$ cat src/common/dcore_config.svh
`ifndef DCORE_CONFIG_SVH
`define DCORE_CONFIG_SVH

// ADC magnitude width, sign comes separately
`define NADC 8

// number of time-interleaved slices
`define NTI 8

// PRBS order, polynomial x^7+x^6+1
`define NPRBS 7

// bit counter width
`define NCNT 32

// width of the divider and averaging controls
`define NCTL 3

`endif

$ cat src/common/dcore_pkg.sv
`include "dcore_config.svh"

package dcore_pkg;

    // unfolded code: magnitude plus sign, two's complement
    typedef logic signed [`NADC:0] adc_code_t;

    // comparator offset, same range as a code
    typedef logic signed [`NADC:0] pfd_offset_t;

    // clipping bounds for the code after offset removal
    localparam adc_code_t CODE_MAX = adc_code_t'((2 ** `NADC) - 1);
    localparam adc_code_t CODE_MIN = adc_code_t'(-(2 ** `NADC));

    // checker counter control
    typedef enum logic [1:0] {
        PRBS_CLEAR = 2'd0,
        PRBS_COUNT = 2'd1,
        PRBS_HOLD  = 2'd2
    } prbs_mode_e;

    // averaging state of one slice
    typedef enum logic {
        CAL_IDLE  = 1'b0,
        CAL_ACCUM = 1'b1
    } cal_state_e;

endpackage

$ cat src/logic/ti_adc_retimer.sv
`timescale 1ns/10ps
`default_nettype none
`include "dcore_config.svh"

module ti_adc_retimer (
    input  wire logic             clk_adc,
    input  wire logic             rst_n_i,
    input  wire logic [`NADC-1:0] in_data_i [`NTI-1:0],
    input  wire logic [`NTI-1:0]  in_sign_i,
    output logic      [`NADC-1:0] out_data_o [`NTI-1:0],
    output logic      [`NTI-1:0]  out_sign_o
);

    // all slices land in the same register stage
    // so the rest of the core sees one parallel word per cycle
    always_ff @(posedge clk_adc or negedge rst_n_i) begin
        if (!rst_n_i) begin
            for (int k = 0; k < `NTI; k++) begin
                out_data_o[k] <= '0;
            end
            out_sign_o <= '0;
        end else begin
            for (int k = 0; k < `NTI; k++) begin
                out_data_o[k] <= in_data_i[k];
            end
            out_sign_o <= in_sign_i;
        end
    end

endmodule

`default_nettype wire

$ cat src/logic/avg_tick_gen.sv
`timescale 1ns/10ps
`default_nettype none
`include "dcore_config.svh"

module avg_tick_gen (
    input  wire logic             clk_adc,
    input  wire logic             rst_n_i,
    input  wire logic [`NCTL-1:0] ndiv_i,
    output logic                  tick_o
);

    // wide enough for the largest division, 2^(2^NCTL - 1)
    localparam int CNT_W = (2 ** `NCTL) - 1;

    logic [CNT_W-1:0] div_cnt;
    logic [CNT_W-1:0] div_mask;

    // low ndiv_i bits set
    assign div_mask = ~({CNT_W{1'b1}} << ndiv_i);

    // tick is registered so it stays low through reset
    always_ff @(posedge clk_adc or negedge rst_n_i) begin
        if (!rst_n_i) begin
            div_cnt <= '0;
            tick_o  <= 1'b0;
        end else begin
            div_cnt <= div_cnt + 1'b1;
            // low bits about to wrap to zero
            tick_o  <= ((div_cnt & div_mask) == div_mask);
        end
    end

endmodule

`default_nettype wire

$ cat src/adc_unfolding/adc_unfolding.sv
`timescale 1ns/10ps
`default_nettype none
`include "dcore_config.svh"

module adc_unfolding import dcore_pkg::*; (
    input  wire logic             clk_adc,
    input  wire logic             rst_n_i,
    input  wire logic             avg_tick_i,
    input  wire logic [`NADC-1:0] din_i,
    input  wire logic             sign_i,
    input  wire logic             en_pfd_cal_i,
    input  wire logic             en_ext_pfd_offset_i,
    input  wire pfd_offset_t      ext_pfd_offset_i,
    input  wire logic [`NCTL-1:0] navg_i,
    output adc_code_t             dout_o,
    output pfd_offset_t           pfd_offset_o
);

    // up to 2^7 codes summed without overflow
    localparam int NAVG_MAX = (2 ** `NCTL) - 1;
    localparam int SUM_W    = $bits(adc_code_t) + NAVG_MAX;

    cal_state_e              cal_state;
    logic signed [SUM_W-1:0] acc_sum;
    logic signed [SUM_W-1:0] acc_next;
    logic [NAVG_MAX-1:0]     tick_cnt;
    logic [NAVG_MAX-1:0]     tick_last;
    adc_code_t               raw_code;
    pfd_offset_t             cal_offset;
    pfd_offset_t             applied_offset;
    logic signed [`NADC+1:0] diff;

    // sign bit set means positive
    assign raw_code = sign_i ? adc_code_t'({1'b0, din_i}) : -adc_code_t'({1'b0, din_i});

    assign acc_next = acc_sum + raw_code;

    // 2^navg_i ticks per average
    assign tick_last = ~({NAVG_MAX{1'b1}} << navg_i);

    // averaging runs only while calibration is enabled
    always_ff @(posedge clk_adc or negedge rst_n_i) begin
        if (!rst_n_i) begin
            cal_state  <= CAL_IDLE;
            acc_sum    <= '0;
            tick_cnt   <= '0;
            cal_offset <= '0;
        end else begin
            case (cal_state)
                CAL_IDLE: begin
                    acc_sum  <= '0;
                    tick_cnt <= '0;
                    if (en_pfd_cal_i) begin
                        cal_state <= CAL_ACCUM;
                    end
                end
                CAL_ACCUM: begin
                    if (!en_pfd_cal_i) begin
                        cal_state <= CAL_IDLE;
                    end else if (avg_tick_i) begin
                        if (tick_cnt == tick_last) begin
                            // divide by the tick count, then start over
                            cal_offset <= pfd_offset_t'(acc_next >>> navg_i);
                            acc_sum    <= '0;
                            tick_cnt   <= '0;
                        end else begin
                            acc_sum  <= acc_next;
                            tick_cnt <= tick_cnt + 1'b1;
                        end
                    end
                end
                default: begin
                    cal_state <= CAL_IDLE;
                end
            endcase
        end
    end

    assign applied_offset = en_ext_pfd_offset_i ? ext_pfd_offset_i : cal_offset;
    assign pfd_offset_o   = applied_offset;

    // one extra bit so the clip can see the overflow
    assign diff = raw_code - applied_offset;

    always_ff @(posedge clk_adc or negedge rst_n_i) begin
        if (!rst_n_i) begin
            dout_o <= '0;
        end else if (diff > CODE_MAX) begin
            dout_o <= CODE_MAX;
        end else if (diff < CODE_MIN) begin
            dout_o <= CODE_MIN;
        end else begin
            dout_o <= adc_code_t'(diff);
        end
    end

endmodule

`default_nettype wire

$ cat src/logic/comb_comp.sv
`timescale 1ns/10ps
`default_nettype none
`include "dcore_config.svh"

module comb_comp import dcore_pkg::*; (
    input  wire logic        clk_adc,
    input  wire logic        rst_n_i,
    input  wire adc_code_t   codes_i [`NTI-1:0],
    input  wire adc_code_t   thresh_i,
    output logic [`NTI-1:0]  bit_o
);

    // signed compare, a code equal to the threshold gives 0
    always_ff @(posedge clk_adc or negedge rst_n_i) begin
        if (!rst_n_i) begin
            bit_o <= '0;
        end else begin
            for (int k = 0; k < `NTI; k++) begin
                bit_o[k] <= (codes_i[k] > thresh_i);
            end
        end
    end

endmodule

`default_nettype wire

$ cat src/prbs_checker/prbs_checker.sv
`timescale 1ns/10ps
`default_nettype none
`include "dcore_config.svh"

module prbs_checker import dcore_pkg::*; (
    input  wire logic             clk_adc,
    input  wire logic             rst_n_i,
    input  wire prbs_mode_e       mode_i,
    input  wire logic [`NTI-1:0]  rx_bits_i,
    output logic      [`NCNT-1:0] correct_bits_o,
    output logic      [`NCNT-1:0] total_bits_o
);

    localparam int NEXT     = `NPRBS + `NTI;
    localparam int NMATCH_W = $clog2(`NTI + 1);

    // hist[0] is the oldest bit kept
    logic [`NPRBS-1:0]   hist;
    logic [NEXT-1:0]     ext_bits;
    logic [`NTI-1:0]     match;
    logic [NMATCH_W-1:0] n_match;

    // history below, new word above, bit 0 of the word earliest
    assign ext_bits = {rx_bits_i, hist};

    // each position is predicted from received bits only,
    // so a single flipped bit disturbs at most three checks
    always_comb begin
        n_match = '0;
        for (int k = 0; k < `NTI; k++) begin
            // taps at n-7 and n-6
            match[k] = (rx_bits_i[k] == (ext_bits[k] ^ ext_bits[k + 1]));
            n_match  = n_match + NMATCH_W'(match[k]);
        end
    end

    always_ff @(posedge clk_adc or negedge rst_n_i) begin
        if (!rst_n_i) begin
            hist <= '0;
        end else begin
            hist <= ext_bits[NEXT-1 -: `NPRBS];
        end
    end

    always_ff @(posedge clk_adc or negedge rst_n_i) begin
        if (!rst_n_i) begin
            correct_bits_o <= '0;
            total_bits_o   <= '0;
        end else begin
            case (mode_i)
                PRBS_CLEAR: begin
                    correct_bits_o <= '0;
                    total_bits_o   <= '0;
                end
                PRBS_COUNT: begin
                    correct_bits_o <= correct_bits_o + `NCNT'(n_match);
                    total_bits_o   <= total_bits_o + `NCNT'(`NTI);
                end
                default: begin
                    // hold
                    correct_bits_o <= correct_bits_o;
                    total_bits_o   <= total_bits_o;
                end
            endcase
        end
    end

endmodule

`default_nettype wire

$ cat src/logic/digital_core.sv
`timescale 1ns/10ps
`default_nettype none
`include "dcore_config.svh"

module digital_core import dcore_pkg::*; (
    input  wire logic             clk_adc,
    input  wire logic             rst_n_i,
    input  wire logic [`NADC-1:0] adcout_i [`NTI-1:0],
    input  wire logic [`NTI-1:0]  adcout_sign_i,
    input  wire logic             en_pfd_cal_i,
    input  wire logic             en_ext_pfd_offset_i,
    input  wire pfd_offset_t      ext_pfd_offset_i [`NTI-1:0],
    input  wire logic [`NCTL-1:0] ndiv_avg_i,
    input  wire logic [`NCTL-1:0] navg_i,
    input  wire adc_code_t        thresh_i,
    input  wire prbs_mode_e       prbs_mode_i,
    output wire adc_code_t        adc_unfolded_o [`NTI-1:0],
    output wire pfd_offset_t      pfd_offset_o [`NTI-1:0],
    output wire logic [`NCNT-1:0] correct_bits_o,
    output wire logic [`NCNT-1:0] total_bits_o
);

    wire logic [`NADC-1:0] adcout_retimed [`NTI-1:0];
    wire logic [`NTI-1:0]  adcout_sign_retimed;
    wire logic             avg_tick;
    wire logic [`NTI-1:0]  rx_bits;

    ti_adc_retimer retimer_i (
        .clk_adc    (clk_adc),
        .rst_n_i    (rst_n_i),
        .in_data_i  (adcout_i),
        .in_sign_i  (adcout_sign_i),
        .out_data_o (adcout_retimed),
        .out_sign_o (adcout_sign_retimed)
    );

    // one-cycle averaging tick shared by all slices
    avg_tick_gen avg_tick_i (
        .clk_adc (clk_adc),
        .rst_n_i (rst_n_i),
        .ndiv_i  (ndiv_avg_i),
        .tick_o  (avg_tick)
    );

    genvar k;
    generate
        for (k = 0; k < `NTI; k++) begin : g_slice
            adc_unfolding unfold_i (
                .clk_adc             (clk_adc),
                .rst_n_i             (rst_n_i),
                .avg_tick_i          (avg_tick),
                .din_i               (adcout_retimed[k]),
                .sign_i              (adcout_sign_retimed[k]),
                .en_pfd_cal_i        (en_pfd_cal_i),
                .en_ext_pfd_offset_i (en_ext_pfd_offset_i),
                .ext_pfd_offset_i    (ext_pfd_offset_i[k]),
                .navg_i              (navg_i),
                .dout_o              (adc_unfolded_o[k]),
                .pfd_offset_o        (pfd_offset_o[k])
            );
        end
    endgenerate

    // bit decision straight from the unfolded codes
    comb_comp comp_i (
        .clk_adc  (clk_adc),
        .rst_n_i  (rst_n_i),
        .codes_i  (adc_unfolded_o),
        .thresh_i (thresh_i),
        .bit_o    (rx_bits)
    );

    prbs_checker prbs_checker_i (
        .clk_adc        (clk_adc),
        .rst_n_i        (rst_n_i),
        .mode_i         (prbs_mode_i),
        .rx_bits_i      (rx_bits),
        .correct_bits_o (correct_bits_o),
        .total_bits_o   (total_bits_o)
    );

endmodule

`default_nettype wire

$ cat config.mk
export PLATFORM = sky130hd
export DESIGN_NAME = digital_core
export DESIGN_NICKNAME = d
export VERILOG_FILES = /design/src/common/dcore_pkg.sv /design/src/logic/ti_adc_retimer.sv /design/src/logic/avg_tick_gen.sv /design/src/adc_unfolding/adc_unfolding.sv /design/src/logic/comb_comp.sv /design/src/prbs_checker/prbs_checker.sv /design/src/logic/digital_core.sv
export VERILOG_INCLUDE_DIRS = /design/src /design/src/common
export SDC_FILE = /design/constraint.sdc
export NUM_CORES = 2
export LEC_CHECK = 0
export ABC_AREA = 1
export BUFFER_PORTS_ARGS = -buffer_cell sky130_fd_sc_hd__buf_2
export CORE_UTILIZATION = 45
export CTS_CLUSTER_DIAMETER = 200
export DETAILED_ROUTE_END_ITERATION = 12
export MAX_ROUTING_LAYER = met4
export PLACE_DENSITY = 0.71
export SYNTH_ARGS = -nofsm -noshare
export SYNTH_HDL_FRONTEND = slang
export SYNTH_SLANG_ARGS = --single-unit
$ cat constraint.sdc
create_clock -name clk_adc -period 6.39 [get_ports clk_adc]
set_clock_uncertainty 0.05 [all_clocks]
set_input_delay 0 -clock clk_adc [delete_from_list [all_inputs] [get_ports clk_adc]]
set_output_delay 0 -clock clk_adc [all_outputs]
set_load 0.05 [all_outputs]
==> results.py <==
metrics = {
    "floorplanning": {
        "std_cell_rows": 106,
        "die_x_um": 293,
        "core_area_mm2": 0.0837,
        "dieArea_mm2": 0.0859,
        "fp.dieH_um": 293,
        "io_pins": 373,
        "start_util": 0.455,
    },
    "cts": {
        "htreeDepth": 2,
        "clock-sinks": 485,
        "cts_buffers": 59,
        "postCtsSetupBuffers": 0,
        "clk_latency_ps": 640,
        "cts_hold_buffers": 160,
        "post_cts_resized": 0,
        "clock_path_buffers": 3,
        "clkTransAtPathRegs_ps": 60,
        "clockRootBuffer": "clkbuf_16",
        "cts_tree": "yes",
    },
    "detailed_routing": {
        "drt_iter0_markers": 2884,
        "avgRoutedWirePerCell_um": 17.6,
        "drt_wl_total_um": 126000,
        "drc": 0,
        "vias": 38800,
        "ant_nets": 0,
        "dr.pass1.iters": 6,
        "via_per_inst": 5.39,
    },
    "place": {
        "place_hpwl_um": 93200,
        "globalplace.congestion": 1.00,
        "place_inst": 6935,
        "io_buffers": 369,
    },
    "critical_path": {
        "critPathMaxFanout": 4,
        "cp_slowest_cell": "fa_1",
        "worst-path-stages": 20,
        "critPathKind": "reg2reg",
        "slowest_delay_ps": 540,
        "cpLargestDelayFamily": "adder cells",
        "r2r_slack_ps": 1170,
        "reg2reg_depth": 20,
        "endpoint_kind": "flip-flop",
        "reg2reg_to": "prbs_checker_i.correct_bits_o[26]$_DFFE_PN0P_",
        "crit_arrival_ps": 5670,
        "critical_path_buf_inv_count": 4,
        "crit_start": "comp_i.bit_o[0]$_DFF_PN0_",
        "path_cells": "xnor2_1, xor2_1, ha_1, inv_1, fa_1, fa_1, inv_1, fa_1, inv_1, fa_1, fa_1, inv_1, nand3_1, a21oi_1, nand2_1, nor3_1, nand3_1, nor2_1, xor2_1, nor2_1",
        "crit_top_cell": "fa_1",
        "endpoint": "prbs_checker_i.correct_bits_o[26]$_DFFE_PN0P_",
        "cp.required_ps": 6840,
        "critPathLaunchType": "flip-flop",
        "r2r-start": "comp_i.bit_o[0]$_DFF_PN0_",
    },
    "synth": {
        "ys.flop_type": "dfrtp_1",
        "syn_area_per_cell_um2": 6.90,
        "postSynth.asyncResetShare": 1.00,
        "synth_edf_count": 0,
        "ys_seq_area_frac": 0.318,
        "synth_seq_cells": 485,
        "yosysWarnings": 0,
        "syn_area_mm2": 0.0381,
        "synth_cell_types": 65,
        "synthCells": 5525,
    },
    "hold_path": {
        "min_path_type": "in2reg",
        "min_path_cells": 2,
    },
    "pwr": {
        "pwr-share-seq": 0.269,
        "ir_drop_mv": 0.457,
        "comb_power_share": 0.483,
        "p_per_area_mw_per_mm2": 318,
        "clkPwrFrac": 0.248,
        "p_sw_uw": 6370,
        "swShare": 0.447,
        "total_power_uw": 14200,
        "p_int_uw": 7870,
        "p_leak_uw": 0.0241,
    },
    "global_routing": {
        "grt_pass1_wl_um": 198000,
        "grt_pass1_vias": 36800,
        "antenna_found_initial": 1,
        "grt.total_usage": 0.298,
        "grt_overflow": 0,
        "grt_max_degree": 109,
    },
    "sta": {
        "fmax_ghz": 0.192,
        "slew_viol_final": 0,
        "setup_viol": 0,
        "layout_min_cycle_time_ps": 5220,
        "rsz0062_at_grt": "false",
        "post-route-period-util": 0.817,
        "hold_viol_final": 0,
        "tightestPinTransition_ps": 1150,
        "setup_tns_ps": 0,
        "max-slew-margin-rel": 0.230,
    },
    "final_layout": {
        "drive_gt1_frac": 0.0987,
        "final_nets": 6498,
        "synthToLayoutAreaGrowth_pct": 17.4,
        "fin_cells": 7203,
    },
    "outcome": {
        "status": "completed",
    },
    "flow_run": {
        "drv_cap": 0,
    },
}
[cells by family (layout without fill, tap and decap cells)]
group,Yosys count,count (layout),synth area share
AND/OR/NAND/NOR,2928,2928,0.332
AO/OA/AOI/OAI,710,710,0.105
XOR/XNOR,209,209,0.0480
buffers and inverters,875,1415,0.0884
adder cells (fa/ha/maj),310,310,0.106
other,1,5,0.0000984
flip-flops,485,485,0.318
multiplexers,7,7,0.00200
[flip-flops by register name, summed over array words and instances (netlist names), 8 cells and up]
register and count:
g_slice.unfold_i.acc_sum 128, g_slice.unfold_i.cal_offset 72, g_slice.unfold_i.dout_o 72, retimer_i.out_data_o 64, g_slice.unfold_i.tick_cnt 56, prbs_checker_i.correct_bits_o 32, prbs_checker_i.total_bits_o 29, comp_i.bit_o 8
retimer_i.out_sign_o 8
[metrics by stage]
| stage | setup WS, ps | hold slack, ps | util | area (µm²) |
|---|---|---|---|---|
| floorplan | 1620 | -346 | - | 38100 |
| global placement | 1230 | 58.8 | 0.492 | 41100 |
| detailed placement | 1210 | 59.3 | 0.492 | 41100 |
| CTS | 1200 | 0.491 | 0.535 | 44700 |
| global route | 817 | 8.75 | 0.535 | 44700 |
| finish | 1170 | 28.9 | 0.535 | 44800 |
[layout make-up]
type,instances,area [µm²]
fillers,8099,38900
clock buffers,66,1540
flip-flops and latches,485,12100
clock inverters,39,458
diodes,2,5.00
multi-input cells,4167,22600
repair buffers,558,3730
inverters,752,2830
well taps,1134,1420
[power groups by stage]
stage	clock network, µW	logic [µW]	registers [µW]
floorplan	0	4450	4460
global placement	0	6590	3870
detailed placement	0	6750	3880
CTS	3580	6850	3830
global route	3710	7740	3870
finish	3530	6880	3830
[cells in the final DEF (no fill, tap or decap), types with 161 or more instances in the layout]
cell type | Yosys | routed
nand2_1 | 1631 | 1631
nor2_1 | 322 | 318
dfrtp_1 | 485 | 485
o21ai_0 | 281 | 281
ha_1 | 289 | 289
buf_2 | 12 | 364
inv_1 | 738 | 738
nand3_1 | 653 | 653
dlygate4sd3_1 | 0 | 161
a21oi_1 | 242 | 242
[worst register-to-register path: stages (launching register included)]
cell,delay (ps)
dfrtp_1,420
xnor2_1,150
xor2_1,150
ha_1,290
inv_1,50
fa_1,500
fa_1,540
inv_1,50
fa_1,440
inv_1,80
fa_1,450
fa_1,440
inv_1,80
nand3_1,110
a21oi_1,300
nand2_1,110
nor3_1,400
nand3_1,120
nor2_1,160
xor2_1,170
nor2_1,50
[synth_stat cells, types with 5 or more instances]
master / number / area (µm²)
and2_1: 13 / 81.3
nand3b_1: 28 / 210
o31ai_1: 31 / 233
fa_1: 21 / 420
o41ai_1: 5 / 43.8
inv_1: 738 / 2770
nand2_4: 6 / 67.6
ha_1: 289 / 3620
nor2_2: 5 / 31.3
nand4_1: 73 / 457
dfrtp_1: 485 / 12100
o21bai_1: 10 / 75.1
a21oi_1: 242 / 1210
inv_2: 9 / 33.8
a22o_1: 15 / 131
xnor2_1: 61 / 534
o21ai_0: 281 / 1410
nor3b_1: 6 / 45.0
a211oi_1: 9 / 67.6
a21o_1: 12 / 90.1
clkbuf_1: 70 / 263
mux2_2: 5 / 56.3
nor4_1: 14 / 87.6
o22ai_1: 45 / 282
buf_1: 29 / 109
or2_2: 50 / 313
o21a_1: 7 / 52.6
nor2_1: 322 / 1210
o21ai_1: 5 / 25.0
buf_4: 8 / 60.1
xor2_1: 148 / 1300
buf_2: 12 / 60.1
nand2_1: 1631 / 6120
o31a_1: 8 / 70.1
o211ai_1: 19 / 143
nand3_1: 653 / 3270
nor3_1: 103 / 515
[worst min path at each step]
stage / startpoint / end
floorplan: rst_n_i / avg_tick_i.div_cnt[0]$_DFF_PN0_
global placement: adcout_i[38] / retimer_i.out_data_o[38]$_DFF_PN0_
detailed placement: adcout_i[14] / retimer_i.out_data_o[14]$_DFF_PN0_
CTS: adcout_i[40] / retimer_i.out_data_o[40]$_DFF_PN0_
global route: adcout_i[40] / retimer_i.out_data_o[40]$_DFF_PN0_
finish: adcout_sign_i[3] / retimer_i.out_sign_o[3]$_DFF_PN0_
[metal layers]
metal | up-vias | global-route usage | routed length (µm)
li1 | 19100 | - | -
met1 | 18100 | 0.381 | 54300
met2 | 1321 | 0.481 | 58700
met3 | 261 | 0.0349 | 8320
met4 | 0 | 0.116 | 5120
met5 | - | - | 0
Note: power is estimated with default switching activity, not from simulation.
